### config.mk
export PLATFORM = sky130hd
export DESIGN_NAME = cpu_io_top
export DESIGN_NICKNAME = d
export VERILOG_FILES = /design/src/hw/cpu_io_pkg.sv /design/src/hw/io_if.sv /design/src/hw/reg_file.sv /design/src/hw/uart_tx.sv /design/src/hw/uart_rx.sv /design/src/hw/io_sequencer.sv /design/src/hw/cpu_io_top.sv
export SDC_FILE = /design/constraint.sdc
export NUM_CORES = 1
export LEC_CHECK = 0
export CAP_MARGIN = 20
export CORE_MARGIN = 5
export CORE_UTILIZATION = 42
export CTS_CLUSTER_DIAMETER = 200
export DETAILED_ROUTE_END_ITERATION = 6
export DONT_BUFFER_PORTS = 1
export GPL_ROUTABILITY_DRIVEN = 0
export SYNTH_ARGS = -nofsm -noshare
export SYNTH_HDL_FRONTEND = slang
export SYNTH_SLANG_ARGS = --single-unit
### constraint.sdc
create_clock -name clk -period 4.3 [get_ports clk]
set_input_delay 0.86 -clock clk [delete_from_list [all_inputs] [get_ports clk]]
set_output_delay 0.86 -clock clk [all_outputs]
set_load 0.01 [all_outputs]
### src/hw/cpu_io_pkg.sv
`default_nettype none

package cpu_io_pkg;

    // ==============================
    // widths
    // ==============================
    localparam int xlen       = 32;
    localparam int reg_addr_w = 5;
    localparam int num_regs   = 32;
    localparam int byte_w     = 8;

    // ==============================
    // serial timing
    // ==============================
    localparam int clks_per_bit = 16;

    // baud counter and bit counter ranges
    localparam int baud_w    = $clog2(clks_per_bit);
    localparam int bit_cnt_w = $clog2(byte_w);
    localparam logic [baud_w-1:0]    baud_last = baud_w'(clks_per_bit - 1);
    localparam logic [baud_w-1:0]    baud_half = baud_w'(clks_per_bit / 2 - 1);
    localparam logic [bit_cnt_w-1:0] bit_last  = bit_cnt_w'(byte_w - 1);

    // ==============================
    // encodings
    // ==============================
    typedef enum logic [2:0] {
        op_nop,
        op_li,
        op_inll,
        op_outll
    } op_t;

    typedef enum logic [2:0] {
        run_st,
        pre_read_st,
        read_st,
        pre_write_st,
        write_st
    } io_state_t;

    // shared by both uart engines
    typedef enum logic [1:0] {
        idle_st,
        start_st,
        data_st,
        stop_st
    } uart_state_t;

endpackage

`default_nettype wire

### src/hw/io_if.sv
`default_nettype none

// sequencer to transmitter
interface uart_tx_if;
    logic                          wen;
    logic [cpu_io_pkg::byte_w-1:0] wdata;
    logic                          wbusy;
    logic                          wdone;

    modport seq (
        output wen,
        output wdata,
        input  wbusy,
        input  wdone
    );

    modport tx (
        input  wen,
        input  wdata,
        output wbusy,
        output wdone
    );
endinterface

// receiver to sequencer
interface uart_rx_if;
    logic                          ren;
    logic [cpu_io_pkg::byte_w-1:0] rdata;
    logic                          rbusy;
    logic                          rdone;

    modport seq (
        output ren,
        input  rdata,
        input  rbusy,
        input  rdone
    );

    modport rx (
        input  ren,
        output rdata,
        output rbusy,
        output rdone
    );
endinterface

`default_nettype wire

### src/hw/reg_file.sv
`default_nettype none

module reg_file (
    input  wire logic                              clk,
    input  wire logic                              rstn,
    input  wire logic                              we,
    input  wire logic [cpu_io_pkg::reg_addr_w-1:0] waddr,
    input  wire logic [cpu_io_pkg::xlen-1:0]       wdata,
    input  wire logic [cpu_io_pkg::reg_addr_w-1:0] raddr,
    output logic      [cpu_io_pkg::xlen-1:0]       rdata,
    output logic      [cpu_io_pkg::byte_w-1:0]     led
);

    logic [cpu_io_pkg::xlen-1:0] gpr [cpu_io_pkg::num_regs];

    always_ff @(posedge clk) begin
        if (!rstn) begin
            for (int i = 0; i < cpu_io_pkg::num_regs; i++) begin
                gpr[i] <= '0;
            end
        end else if (we) begin
            gpr[waddr] <= wdata;
        end
    end

    assign rdata = gpr[raddr];

    // led tap on r0
    assign led = gpr[0][cpu_io_pkg::byte_w-1:0];

    // write address from the sequencer must be resolved
    a_waddr_known: assert property (
        @(posedge clk) disable iff (!rstn)
        we |-> !$isunknown(waddr)
    );

endmodule

`default_nettype wire

### src/hw/uart_tx.sv
`default_nettype none

module uart_tx (
    input  wire logic clk,
    input  wire logic rstn,
    uart_tx_if.tx     io,
    output logic      tx
);

    cpu_io_pkg::uart_state_t               state;
    logic [cpu_io_pkg::baud_w-1:0]         baud_cnt;
    logic [cpu_io_pkg::bit_cnt_w-1:0]      bit_cnt;
    logic [cpu_io_pkg::byte_w-1:0]         shift;
    logic                                  bit_end;

    assign bit_end = (baud_cnt == cpu_io_pkg::baud_last);

    // shift register holds payload only
    always_ff @(posedge clk) begin
        if (state == cpu_io_pkg::idle_st && io.wen) begin
            shift <= io.wdata;
        end else if (bit_end && state != cpu_io_pkg::idle_st
                     && state != cpu_io_pkg::stop_st) begin
            shift <= shift >> 1;
        end
    end

    always_ff @(posedge clk) begin
        if (!rstn) begin
            state    <= cpu_io_pkg::idle_st;
            baud_cnt <= '0;
            bit_cnt  <= '0;
            tx       <= 1'b1;
            io.wbusy <= 1'b0;
            io.wdone <= 1'b0;
        end else begin
            io.wdone <= 1'b0;
            baud_cnt <= bit_end ? '0 : baud_cnt + 1'b1;
            case (state)
                cpu_io_pkg::idle_st: begin
                    baud_cnt <= '0;
                    if (io.wen) begin
                        tx       <= 1'b0;
                        io.wbusy <= 1'b1;
                        bit_cnt  <= '0;
                        state    <= cpu_io_pkg::start_st;
                    end
                end
                cpu_io_pkg::start_st: begin
                    if (bit_end) begin
                        tx    <= shift[0];
                        state <= cpu_io_pkg::data_st;
                    end
                end
                cpu_io_pkg::data_st: begin
                    if (bit_end) begin
                        if (bit_cnt == cpu_io_pkg::bit_last) begin
                            tx    <= 1'b1;
                            state <= cpu_io_pkg::stop_st;
                        end else begin
                            tx      <= shift[0];
                            bit_cnt <= bit_cnt + 1'b1;
                        end
                    end
                end
                default: begin
                    // end of stop bit
                    if (bit_end) begin
                        io.wbusy <= 1'b0;
                        io.wdone <= 1'b1;
                        state    <= cpu_io_pkg::idle_st;
                    end
                end
            endcase
        end
    end

    a_no_wen_busy: assert property (
        @(posedge clk) disable iff (!rstn)
        io.wen |-> !io.wbusy
    );

endmodule

`default_nettype wire

### src/hw/uart_rx.sv
`default_nettype none

module uart_rx (
    input  wire logic clk,
    input  wire logic rstn,
    uart_rx_if.rx     io,
    input  wire logic rx
);

    cpu_io_pkg::uart_state_t           state;
    logic [cpu_io_pkg::baud_w-1:0]     baud_cnt;
    logic [cpu_io_pkg::bit_cnt_w-1:0]  bit_cnt;
    logic [cpu_io_pkg::byte_w-1:0]     shift;
    logic [cpu_io_pkg::byte_w-1:0]     buf_q;
    logic                              full;
    logic                              req;
    logic                              rx_meta;
    logic                              rx_s;
    logic                              fill;
    logic                              hand;

    // two flop synchronizer
    always_ff @(posedge clk) begin
        if (!rstn) begin
            rx_meta <= 1'b1;
            rx_s    <= 1'b1;
        end else begin
            rx_meta <= rx;
            rx_s    <= rx_meta;
        end
    end

    // mid stop bit
    assign fill = (state == cpu_io_pkg::stop_st) && (baud_cnt == cpu_io_pkg::baud_last);
    assign hand = (io.ren || req) && full;

    always_ff @(posedge clk) begin
        if (!rstn) begin
            state    <= cpu_io_pkg::idle_st;
            baud_cnt <= '0;
            bit_cnt  <= '0;
        end else begin
            baud_cnt <= baud_cnt + 1'b1;
            case (state)
                cpu_io_pkg::idle_st: begin
                    baud_cnt <= '0;
                    if (!rx_s) begin
                        state <= cpu_io_pkg::start_st;
                    end
                end
                cpu_io_pkg::start_st: begin
                    if (baud_cnt == cpu_io_pkg::baud_half) begin
                        baud_cnt <= '0;
                        bit_cnt  <= '0;
                        // glitch if the line went back high
                        state    <= rx_s ? cpu_io_pkg::idle_st : cpu_io_pkg::data_st;
                    end
                end
                cpu_io_pkg::data_st: begin
                    if (baud_cnt == cpu_io_pkg::baud_last) begin
                        baud_cnt <= '0;
                        bit_cnt  <= bit_cnt + 1'b1;
                        if (bit_cnt == cpu_io_pkg::bit_last) begin
                            state <= cpu_io_pkg::stop_st;
                        end
                    end
                end
                default: begin
                    if (fill) begin
                        state <= cpu_io_pkg::idle_st;
                    end
                end
            endcase
        end
    end

    // lsb arrives first
    always_ff @(posedge clk) begin
        if (state == cpu_io_pkg::data_st && baud_cnt == cpu_io_pkg::baud_last) begin
            shift <= {rx_s, shift[cpu_io_pkg::byte_w-1:1]};
        end
        if (fill) begin
            buf_q <= shift;
        end
    end

    // ==============================
    // holding buffer handshake
    // ==============================
    always_ff @(posedge clk) begin
        if (!rstn) begin
            full     <= 1'b0;
            req      <= 1'b0;
            io.rdone <= 1'b0;
        end else begin
            io.rdone <= hand;
            if (fill) begin
                full <= 1'b1;
            end else if (hand) begin
                full <= 1'b0;
            end
            if (hand) begin
                req <= 1'b0;
            end else if (io.ren) begin
                req <= 1'b1;
            end
        end
    end

    assign io.rdata = buf_q;
    assign io.rbusy = (state != cpu_io_pkg::idle_st);

endmodule

`default_nettype wire

### src/hw/io_sequencer.sv
`default_nettype none

module io_sequencer (
    input  wire logic                              clk,
    input  wire logic                              rstn,
    input  wire logic                              inst_valid,
    output logic                                   inst_ready,
    input  wire cpu_io_pkg::op_t                   inst_op,
    input  wire logic [cpu_io_pkg::reg_addr_w-1:0] inst_rt,
    input  wire logic [cpu_io_pkg::xlen-1:0]       inst_imm,
    uart_tx_if.seq                                 tx_io,
    uart_rx_if.seq                                 rx_io,
    output logic                                   we,
    output logic      [cpu_io_pkg::reg_addr_w-1:0] waddr,
    output logic      [cpu_io_pkg::xlen-1:0]       wdata,
    output logic      [cpu_io_pkg::reg_addr_w-1:0] raddr,
    input  wire logic [cpu_io_pkg::xlen-1:0]       rdata
);

    cpu_io_pkg::io_state_t                 state;
    logic [cpu_io_pkg::reg_addr_w-1:0]     rt_q;
    logic [cpu_io_pkg::byte_w-1:0]         byte_q;
    logic                                  accept;
    logic                                  rd_write;

    assign accept   = inst_valid && inst_ready;
    assign rd_write = (state == cpu_io_pkg::read_st) && rx_io.rdone;

    // ==============================
    // register file steering
    // ==============================
    assign raddr = inst_rt;
    assign we    = (accept && inst_op == cpu_io_pkg::op_li) || rd_write;
    assign waddr = rd_write ? rt_q : inst_rt;
    assign wdata = rd_write ? {{(cpu_io_pkg::xlen - cpu_io_pkg::byte_w){1'b0}}, rx_io.rdata}
                            : inst_imm;

    assign tx_io.wdata = byte_q;

    // target and outgoing byte held for the whole stall
    always_ff @(posedge clk) begin
        if (accept && (inst_op == cpu_io_pkg::op_inll || inst_op == cpu_io_pkg::op_outll)) begin
            rt_q   <= inst_rt;
            byte_q <= rdata[cpu_io_pkg::byte_w-1:0];
        end
    end

    // ==============================
    // interlock fsm
    // ==============================
    always_ff @(posedge clk) begin
        if (!rstn) begin
            state       <= cpu_io_pkg::run_st;
            inst_ready  <= 1'b1;
            tx_io.wen   <= 1'b0;
            rx_io.ren   <= 1'b0;
        end else begin
            case (state)
                cpu_io_pkg::run_st: begin
                    if (accept && inst_op == cpu_io_pkg::op_inll) begin
                        inst_ready <= 1'b0;
                        state      <= cpu_io_pkg::pre_read_st;
                    end else if (accept && inst_op == cpu_io_pkg::op_outll) begin
                        inst_ready <= 1'b0;
                        state      <= cpu_io_pkg::pre_write_st;
                    end
                end
                cpu_io_pkg::pre_read_st: begin
                    if (!rx_io.rbusy) begin
                        rx_io.ren <= 1'b1;
                        state     <= cpu_io_pkg::read_st;
                    end
                end
                cpu_io_pkg::read_st: begin
                    rx_io.ren <= 1'b0;
                    if (rx_io.rdone) begin
                        inst_ready <= 1'b1;
                        state      <= cpu_io_pkg::run_st;
                    end
                end
                cpu_io_pkg::pre_write_st: begin
                    if (!tx_io.wbusy) begin
                        tx_io.wen <= 1'b1;
                        state     <= cpu_io_pkg::write_st;
                    end
                end
                default: begin
                    tx_io.wen <= 1'b0;
                    // frame fully out
                    if (tx_io.wdone) begin
                        inst_ready <= 1'b1;
                        state      <= cpu_io_pkg::run_st;
                    end
                end
            endcase
        end
    end

    // stream also held while the transmitter is busy
    a_stall_ready: assert property (
        @(posedge clk) disable iff (!rstn)
        (state != cpu_io_pkg::run_st || tx_io.wbusy) |-> !inst_ready
    );

endmodule

`default_nettype wire

### src/hw/cpu_io_top.sv
`default_nettype none

module cpu_io_top (
    input  wire logic                              clk,
    input  wire logic                              rstn,
    input  wire logic                              inst_valid,
    output logic                                   inst_ready,
    input  wire cpu_io_pkg::op_t                   inst_op,
    input  wire logic [cpu_io_pkg::reg_addr_w-1:0] inst_rt,
    input  wire logic [cpu_io_pkg::xlen-1:0]       inst_imm,
    input  wire logic                              rx,
    output logic                                   tx,
    output logic      [cpu_io_pkg::byte_w-1:0]     led
);

    logic                              rf_we;
    logic [cpu_io_pkg::reg_addr_w-1:0] rf_waddr;
    logic [cpu_io_pkg::xlen-1:0]       rf_wdata;
    logic [cpu_io_pkg::reg_addr_w-1:0] rf_raddr;
    logic [cpu_io_pkg::xlen-1:0]       rf_rdata;

    uart_tx_if tx_bus ();
    uart_rx_if rx_bus ();

    io_sequencer u_seq (
        .clk        (clk),
        .rstn       (rstn),
        .inst_valid (inst_valid),
        .inst_ready (inst_ready),
        .inst_op    (inst_op),
        .inst_rt    (inst_rt),
        .inst_imm   (inst_imm),
        .tx_io      (tx_bus.seq),
        .rx_io      (rx_bus.seq),
        .we         (rf_we),
        .waddr      (rf_waddr),
        .wdata      (rf_wdata),
        .raddr      (rf_raddr),
        .rdata      (rf_rdata)
    );

    reg_file u_rf (
        .clk   (clk),
        .rstn  (rstn),
        .we    (rf_we),
        .waddr (rf_waddr),
        .wdata (rf_wdata),
        .raddr (rf_raddr),
        .rdata (rf_rdata),
        .led   (led)
    );

    // ==============================
    // serial engines
    // ==============================
    uart_tx u_tx (
        .clk  (clk),
        .rstn (rstn),
        .io   (tx_bus.tx),
        .tx   (tx)
    );

    uart_rx u_rx (
        .clk  (clk),
        .rstn (rstn),
        .io   (rx_bus.rx),
        .rx   (rx)
    );

endmodule

`default_nettype wire

==> results.toml, run 1 <==
[outcome]
status = "finished, final reports clean"

[final_layout]
mostFrequentLayoutCells = "293 x edfxtp_1, 169 x nor2_1, 141 x nor3_1"
area_growth_pct = 11.21
fin_nets = 1090
drive_gt1_share_pct = 19.03
diodes = 0
fillers = 3023
layout_commonest_cell = "edfxtp_1"
finish.utilization_pct = 47.26
stdcell_count = 1506

[sta]
finalSetupViolCount = 0
setup_tns_ns = 0
rsz0062_at_grt = "no"
skew_ns = 0.01708
hold_ws_ns = 0.4054
slew_violations = 0
max_freq_ghz = 0.3067
hold_viol_final = 0
max-slew-margin-rel_pct = 30.48
finalCritPeriodShare_pct = 75.83
tightest_slew_ns = 1.043
period_minus_slack_ns = 3.261

[drt]
vias_per_cell = 5.768
post-route-drc-count = 0
drt_iter0_drc = 891
drtPass1Iterations = 5
met3_length_um = 2886
vias = 8687
route.layer.met1.wl_um = 14590
antenna_left = 0
wl_met2_um = 17300
top_layer = "met4"
wl_um = 35780
avgRoutedWirePerCell_um = 23.76

[die]
fp.dieW_um = 196.7
rows = 68
ios = 54
start_util_pct = 42.50
dieArea_um2 = 38700
core_area_um2 = 34460
die_y_um = 196.7

[setup_path]
cp_max_fo = 19
crit_buf_inv = 0
critPathTopFamily = "simple AND/OR/NAND/NOR gates"
cp.required_ns = 4.42
crit_path_end_kind = "flop"
worstSetupPathType = "reg -> reg"
cp_cell_sequence = "nand4bb_1 > mux2i_1 > nand2_1 > a21oi_1"
arrival_ns = 3.39
reg2reg_slack_ns = 1.04
slowest_stage = "a21oi_1"
start_kind = "flop"
crit_path_max_incr_delay_ns = 0.92

[clock_tree]
cts_buffers = 36
clockBufferDepth = 3
ctsHoldBuffers = 0
root_buffer = "clkbuf_16"
cts_tree = "yes"
post_cts_buffers = 0
clk_latency_ns = 0.51
cts_resized = 0
cts.sinks = 325
htree_levels = 2
clk_pin_slew_ns = 0.06

[logic_synthesis]
synth_nets = 1091
yosys_most_used_dff = "edfxtp_1"
synth-seq-cells = 325
syn-mean-instance-area_um2 = 14.19
postSynthCellCount = 1032
synth_edf_count = 293
synth_warnings = 0
ys_types = 53
synthArstFlopShare_pct = 0
syn_area_um2 = 14640
ys_seq_area_share_pct = 64.46

[power]
power.density_nw_per_um2 = 429.1
power_mw = 6.988
p_clk_share_pct = 39.9
peakVddDrop_mv = 0.2912
combPwrFrac_pct = 8.4
seqPwrFrac_pct = 51.7
intPower_mw = 5.417
p_leak_nw = 5.172
p_sw_share_pct = 22.49
p_sw_mw = 1.571

[placement]
hpwl_um = 21540
port_buffers = 0
placed_cells = 1448

[grt]
grt_use_total_pct = 18.47
grt_max_degree = 72
antenna_found_initial = 0
first_global_vias = 8815
grt_pass1_wl_um = 54440
grt_overflow = 0

[min_path]
hp-class = "reg -> reg"

[job]
cap_violations = 0
[state kept, by name (all words and copies together), names as in the netlist, 2 cells and up]
register,flops
u_rx.io.rdata,8
u_rx.shift,8
u_rx.bit_cnt,3
u_rf.gpr,256
u_seq.tx_io.wdata,8
u_seq.rt_q,5
u_rx.baud_cnt,4
u_tx.baud_cnt,4
u_tx.bit_cnt,3
u_seq.state,3
u_rx.state,2
u_tx.state,2
u_tx.shift,8
[logic make-up (layout without fill, tap and decap cells)]
logic type / count (synthesis) / count (layout) / synth area share [%]
simple gates: 416 / 416 / 13.25
flops: 325 / 325 / 64.46
mux: 126 / 126 / 15.70
buf+inv: 90 / 109 / 2.580
compound gates: 56 / 56 / 2.486
fa+ha+maj: 15 / 15 / 1.282
xor+xnor: 4 / 4 / 0.2393
[layer usage]
metal / up-vias / GRT usage, %
li1: 3943 / -
met1: 4354 / 25.06
met2: 328 / 29.81
met3: 62 / 4.462
met4: 0 / 5.701
met5: - / 0
[worst register-to-register path, stage by stage (launching register included)]
cell	delay, ns
dfxtp_1	0.51
nand4bb_1	0.60
mux2i_1	0.41
nand2_1	0.43
a21oi_1	0.93
[per-stage QoR]
step                      setup WS (ns)  instance area, um^2
after floorplan                   1.498                14640
after global placement            1.067                15250
after detailed placement          1.039                15250
after CTS                         1.019                16290
after global routing             0.6440                16290
final                             1.039                16290
[layout make-up]
| cell class | count | area, um^2 | area share [%] |
|---|---|---|---|
| Clock inverter | 8 | 41.29 | 0.2535 |
| Inverter | 11 | 41.29 | 0.2535 |
| Clock buffer | 50 | 994.7 | 6.108 |
| Multi-Input combinational cell | 617 | 4862 | 29.86 |
| Sequential cell | 325 | 9439 | 57.96 |
| Timing Repair Buffer | 40 | 337.8 | 2.074 |
| Tap cell | 455 | 569.3 | 3.496 |
[cells in the mapped netlist (all sizes together) (2+ instances only)]
cell	n	area, um^2
nand2	50	187.7
xor2	2	17.52
buf	27	141.4
and3	2	12.51
mux2	27	304.0
nand2b	14	87.58
inv	11	41.29
or4	2	15.01
a21oi	26	130.1
dfxtp	32	640.6
o31ai	3	22.52
clkbuf	52	195.2
and4	2	17.52
nand3b	4	30.03
nand4b	2	17.52
a22oi	2	20.02
nor3	141	705.7
nor4b	2	32.53
xnor2	2	17.52
ha	15	187.7
nor4	2	18.77
nor3b	7	52.55
nor2	169	634.4
mux2i	19	193.9
nor2b	6	37.54
nor4bb	2	20.02
mux4	80	1802
nand3	5	25.02
a31oi	2	25.02
edfxtp	293	8798
and2	2	12.51
o21ai	10	50.05
a211oi	3	22.52
[power by group through the flow]
stage               sequential, mW  clock, mW  combinational [mW]
finish                        3.62       2.79               0.587
global route                  3.63       2.97               0.637
CTS                           3.62       2.83               0.592
detailed placement            3.68          0               0.590
global placement              3.68          0               0.584
floorplan                     3.66          0               0.447
[path summary, 6_finish.rpt]
path | from | end | depth (start not counted)
setup reg to reg | u_seq.state[1]$_SDFFE_PN0P_ | u_rf.gpr[9][0]$_SDFFCE_PN0P_ | 4
setup / recovery | u_seq.state[1]$_SDFFE_PN0P_ | u_rf.gpr[9][0]$_SDFFCE_PN0P_ | 4
hold / removal | u_rx.rx_meta$_SDFF_PN1_ | u_rx.rx_s$_SDFF_PN1_ | 1
hold reg to reg | u_rx.rx_meta$_SDFF_PN1_ | u_rx.rx_s$_SDFF_PN1_ | 1
Power figures use the tool's default switching activity.
==> run 2, diff against run 1 <==
Clock period 4.3 ns to 2.95 ns, I/O delays scaled along.
==> results.toml, run 2 (synthesis results as in run 1) <==
[clock_tree]
ctsHoldBuffers = 0
post_cts_buffers = 0
htree_levels = 2
clk_pin_slew_ns = 0.05
clockBufferDepth = 3
cts_resized = 0
clk_latency_ns = 0.52
cts_buffers = 37
cts_tree = "yes"
cts.sinks = 325
root_buffer = "clkbuf_16"

[setup_path]
reg2reg_slack_ns = 0.24
timing.rr.start = "u_seq.state[1]$_SDFFE_PN0P_"
r2r-end = "u_rf.gpr[26][7]$_SDFFCE_PN0P_"
rr_worst_depth = 7
worstSetupPathType = "reg -> reg"
cp_max_fo = 12
start_kind = "flop"
arrival_ns = 2.97
crit_path_end_kind = "flop"
cp.required_ns = 3.21

[die]
fp.dieW_um = 196.7
core_area_um2 = 34460
dieArea_um2 = 38700
start_util_pct = 42.50
ios = 54
rows = 68
die_y_um = 196.7

[drt]
wl_um = 36050
drtPass1Iterations = 5
drt_iter0_drc = 763
vias = 8743
antenna_left = 0
post-route-drc-count = 0
vias_per_cell = 5.699
avgRoutedWirePerCell_um = 23.50

[final_layout]
fin_nets = 1111
largest_reg_flops = 256
fillers = 2967
max_flop_register = "u_rf.gpr"
mostFrequentLayoutCells = "293 x edfxtp_1, 169 x nor2_1, 141 x nor3_1"
area_growth_pct = 12.94
stdcell_count = 1534
drive_gt1_share_pct = 20.69
layout_commonest_cell = "edfxtp_1"

[grt]
grt_overflow = 0
first_global_vias = 8689
grt_max_degree = 72
antenna_found_initial = 0
grt_use_total_pct = 18.43
grt_pass1_wl_um = 54480

[placement]
port_buffers = 0
placed_cells = 1467
hpwl_um = 21770
dp_slack_ns = 0.2376

[sta]
setup_ws_ns = 0.2427
finalSetupViolCount = 0
skew_ns = 0.02590
finalCritPeriodShare_pct = 91.77
max_freq_ghz = 0.3694
slew_violations = 0
hold_ws_ns = 0.1682
tightest_slew_ns = 0.9406
hold_viol_final = 0
period_minus_slack_ns = 2.707
max-slew-margin-rel_pct = 37.06
rsz0062_at_grt = "no"
setup_tns_ns = 0

[min_path]
min_to = "u_rx.rx_meta$_SDFF_PN1_"
min_from = "rstn"
hp-class = "in -> reg"
holdPathStages = 1

[outcome]
status = "finished, final reports clean"

[power]
power.density_nw_per_um2 = 634.9
p_leak_nw = 5.325
peakVddDrop_mv = 0.3288

[job]
cap_violations = 0
-- run 2: power breakdown --
part | internal, mW | total [mW] | switching (mW)
Clock | 2.58 | 4.35 | 1.76
Combinational | 0.384 | 0.880 | 0.496
Sequential | 5.19 | 5.27 | 0.0808
Total | 8.16 | 10.5 | 2.34
-- run 2: routing by layer --
metal	part of all wire, %	track usage (%)	routed length (um)	up-vias
met2	49	30.28	17840	256
met4	2.4	4.777	859	0
met5	0	0	0	-
li1	-	-	-	3976
met3	6.3	3.709	2272	67
met1	42	25.44	15080	4444
-- run 2: worst max-delay path, stage by stage (launching register included) --
cell,delay (ns)
dfxtp_1,0.50
nor4bb_2,0.29
buf_4,0.25
nor4b_4,0.09
a211oi_1,0.74
buf_4,0.29
a21oi_1,0.09
buf_4,0.20
-- run 2: layout make-up --
cell class / instances / area [um^2] / area share, %
multi-input combinational: 617 / 4862 / 29.40
tap: 455 / 569.3 / 3.442
antenna: 1 / 2.502 / 0.01513
clock inverter: 16 / 126.4 / 0.7641
clock buffer: 49 / 1013 / 6.128
inverter: 11 / 41.29 / 0.2496
sequential: 325 / 9439 / 57.07
timing repair buffer: 60 / 485.5 / 2.935
-- run 2: worst max path at each step --
| stage | start | end | slack [ns] | cells after the start |
|---|---|---|---|---|
| floorplan | inst_rt[1] | u_seq.tx_io.wdata[0]$_DFFE_PP_ | 0.42 | 5 |
| CTS | u_seq.state[1]$_SDFFE_PN0P_ | u_rf.gpr[26][7]$_SDFFCE_PN0P_ | 0.24 | 7 |
| global placement | u_seq.state[1]$_SDFFE_PN0P_ | u_rf.gpr[26][4]$_SDFFCE_PN0P_ | 0.23 | 7 |
| finish | u_seq.state[1]$_SDFFE_PN0P_ | u_rf.gpr[26][7]$_SDFFCE_PN0P_ | 0.24 | 7 |
| detailed placement | inst_op[1] | u_rf.gpr[18][4]$_SDFFCE_PN0P_ | 0.24 | 4 |
| global route | u_seq.state[1]$_SDFFE_PN0P_ | u_rf.gpr[26][7]$_SDFFCE_PN0P_ | 0.12 | 7 |
-- run 2: stage by stage --
stage	util [%]	total power, mW	instance area [um^2]
2_1_floorplan	-	5.991	14640
3_3_place_gp	44.67	6.230	15390
3_5_place_dp	44.67	6.247	15390
4_1_cts	47.98	10.59	16530
5_1_grt	47.99	10.85	16540
6_report	48.00	10.50	16540
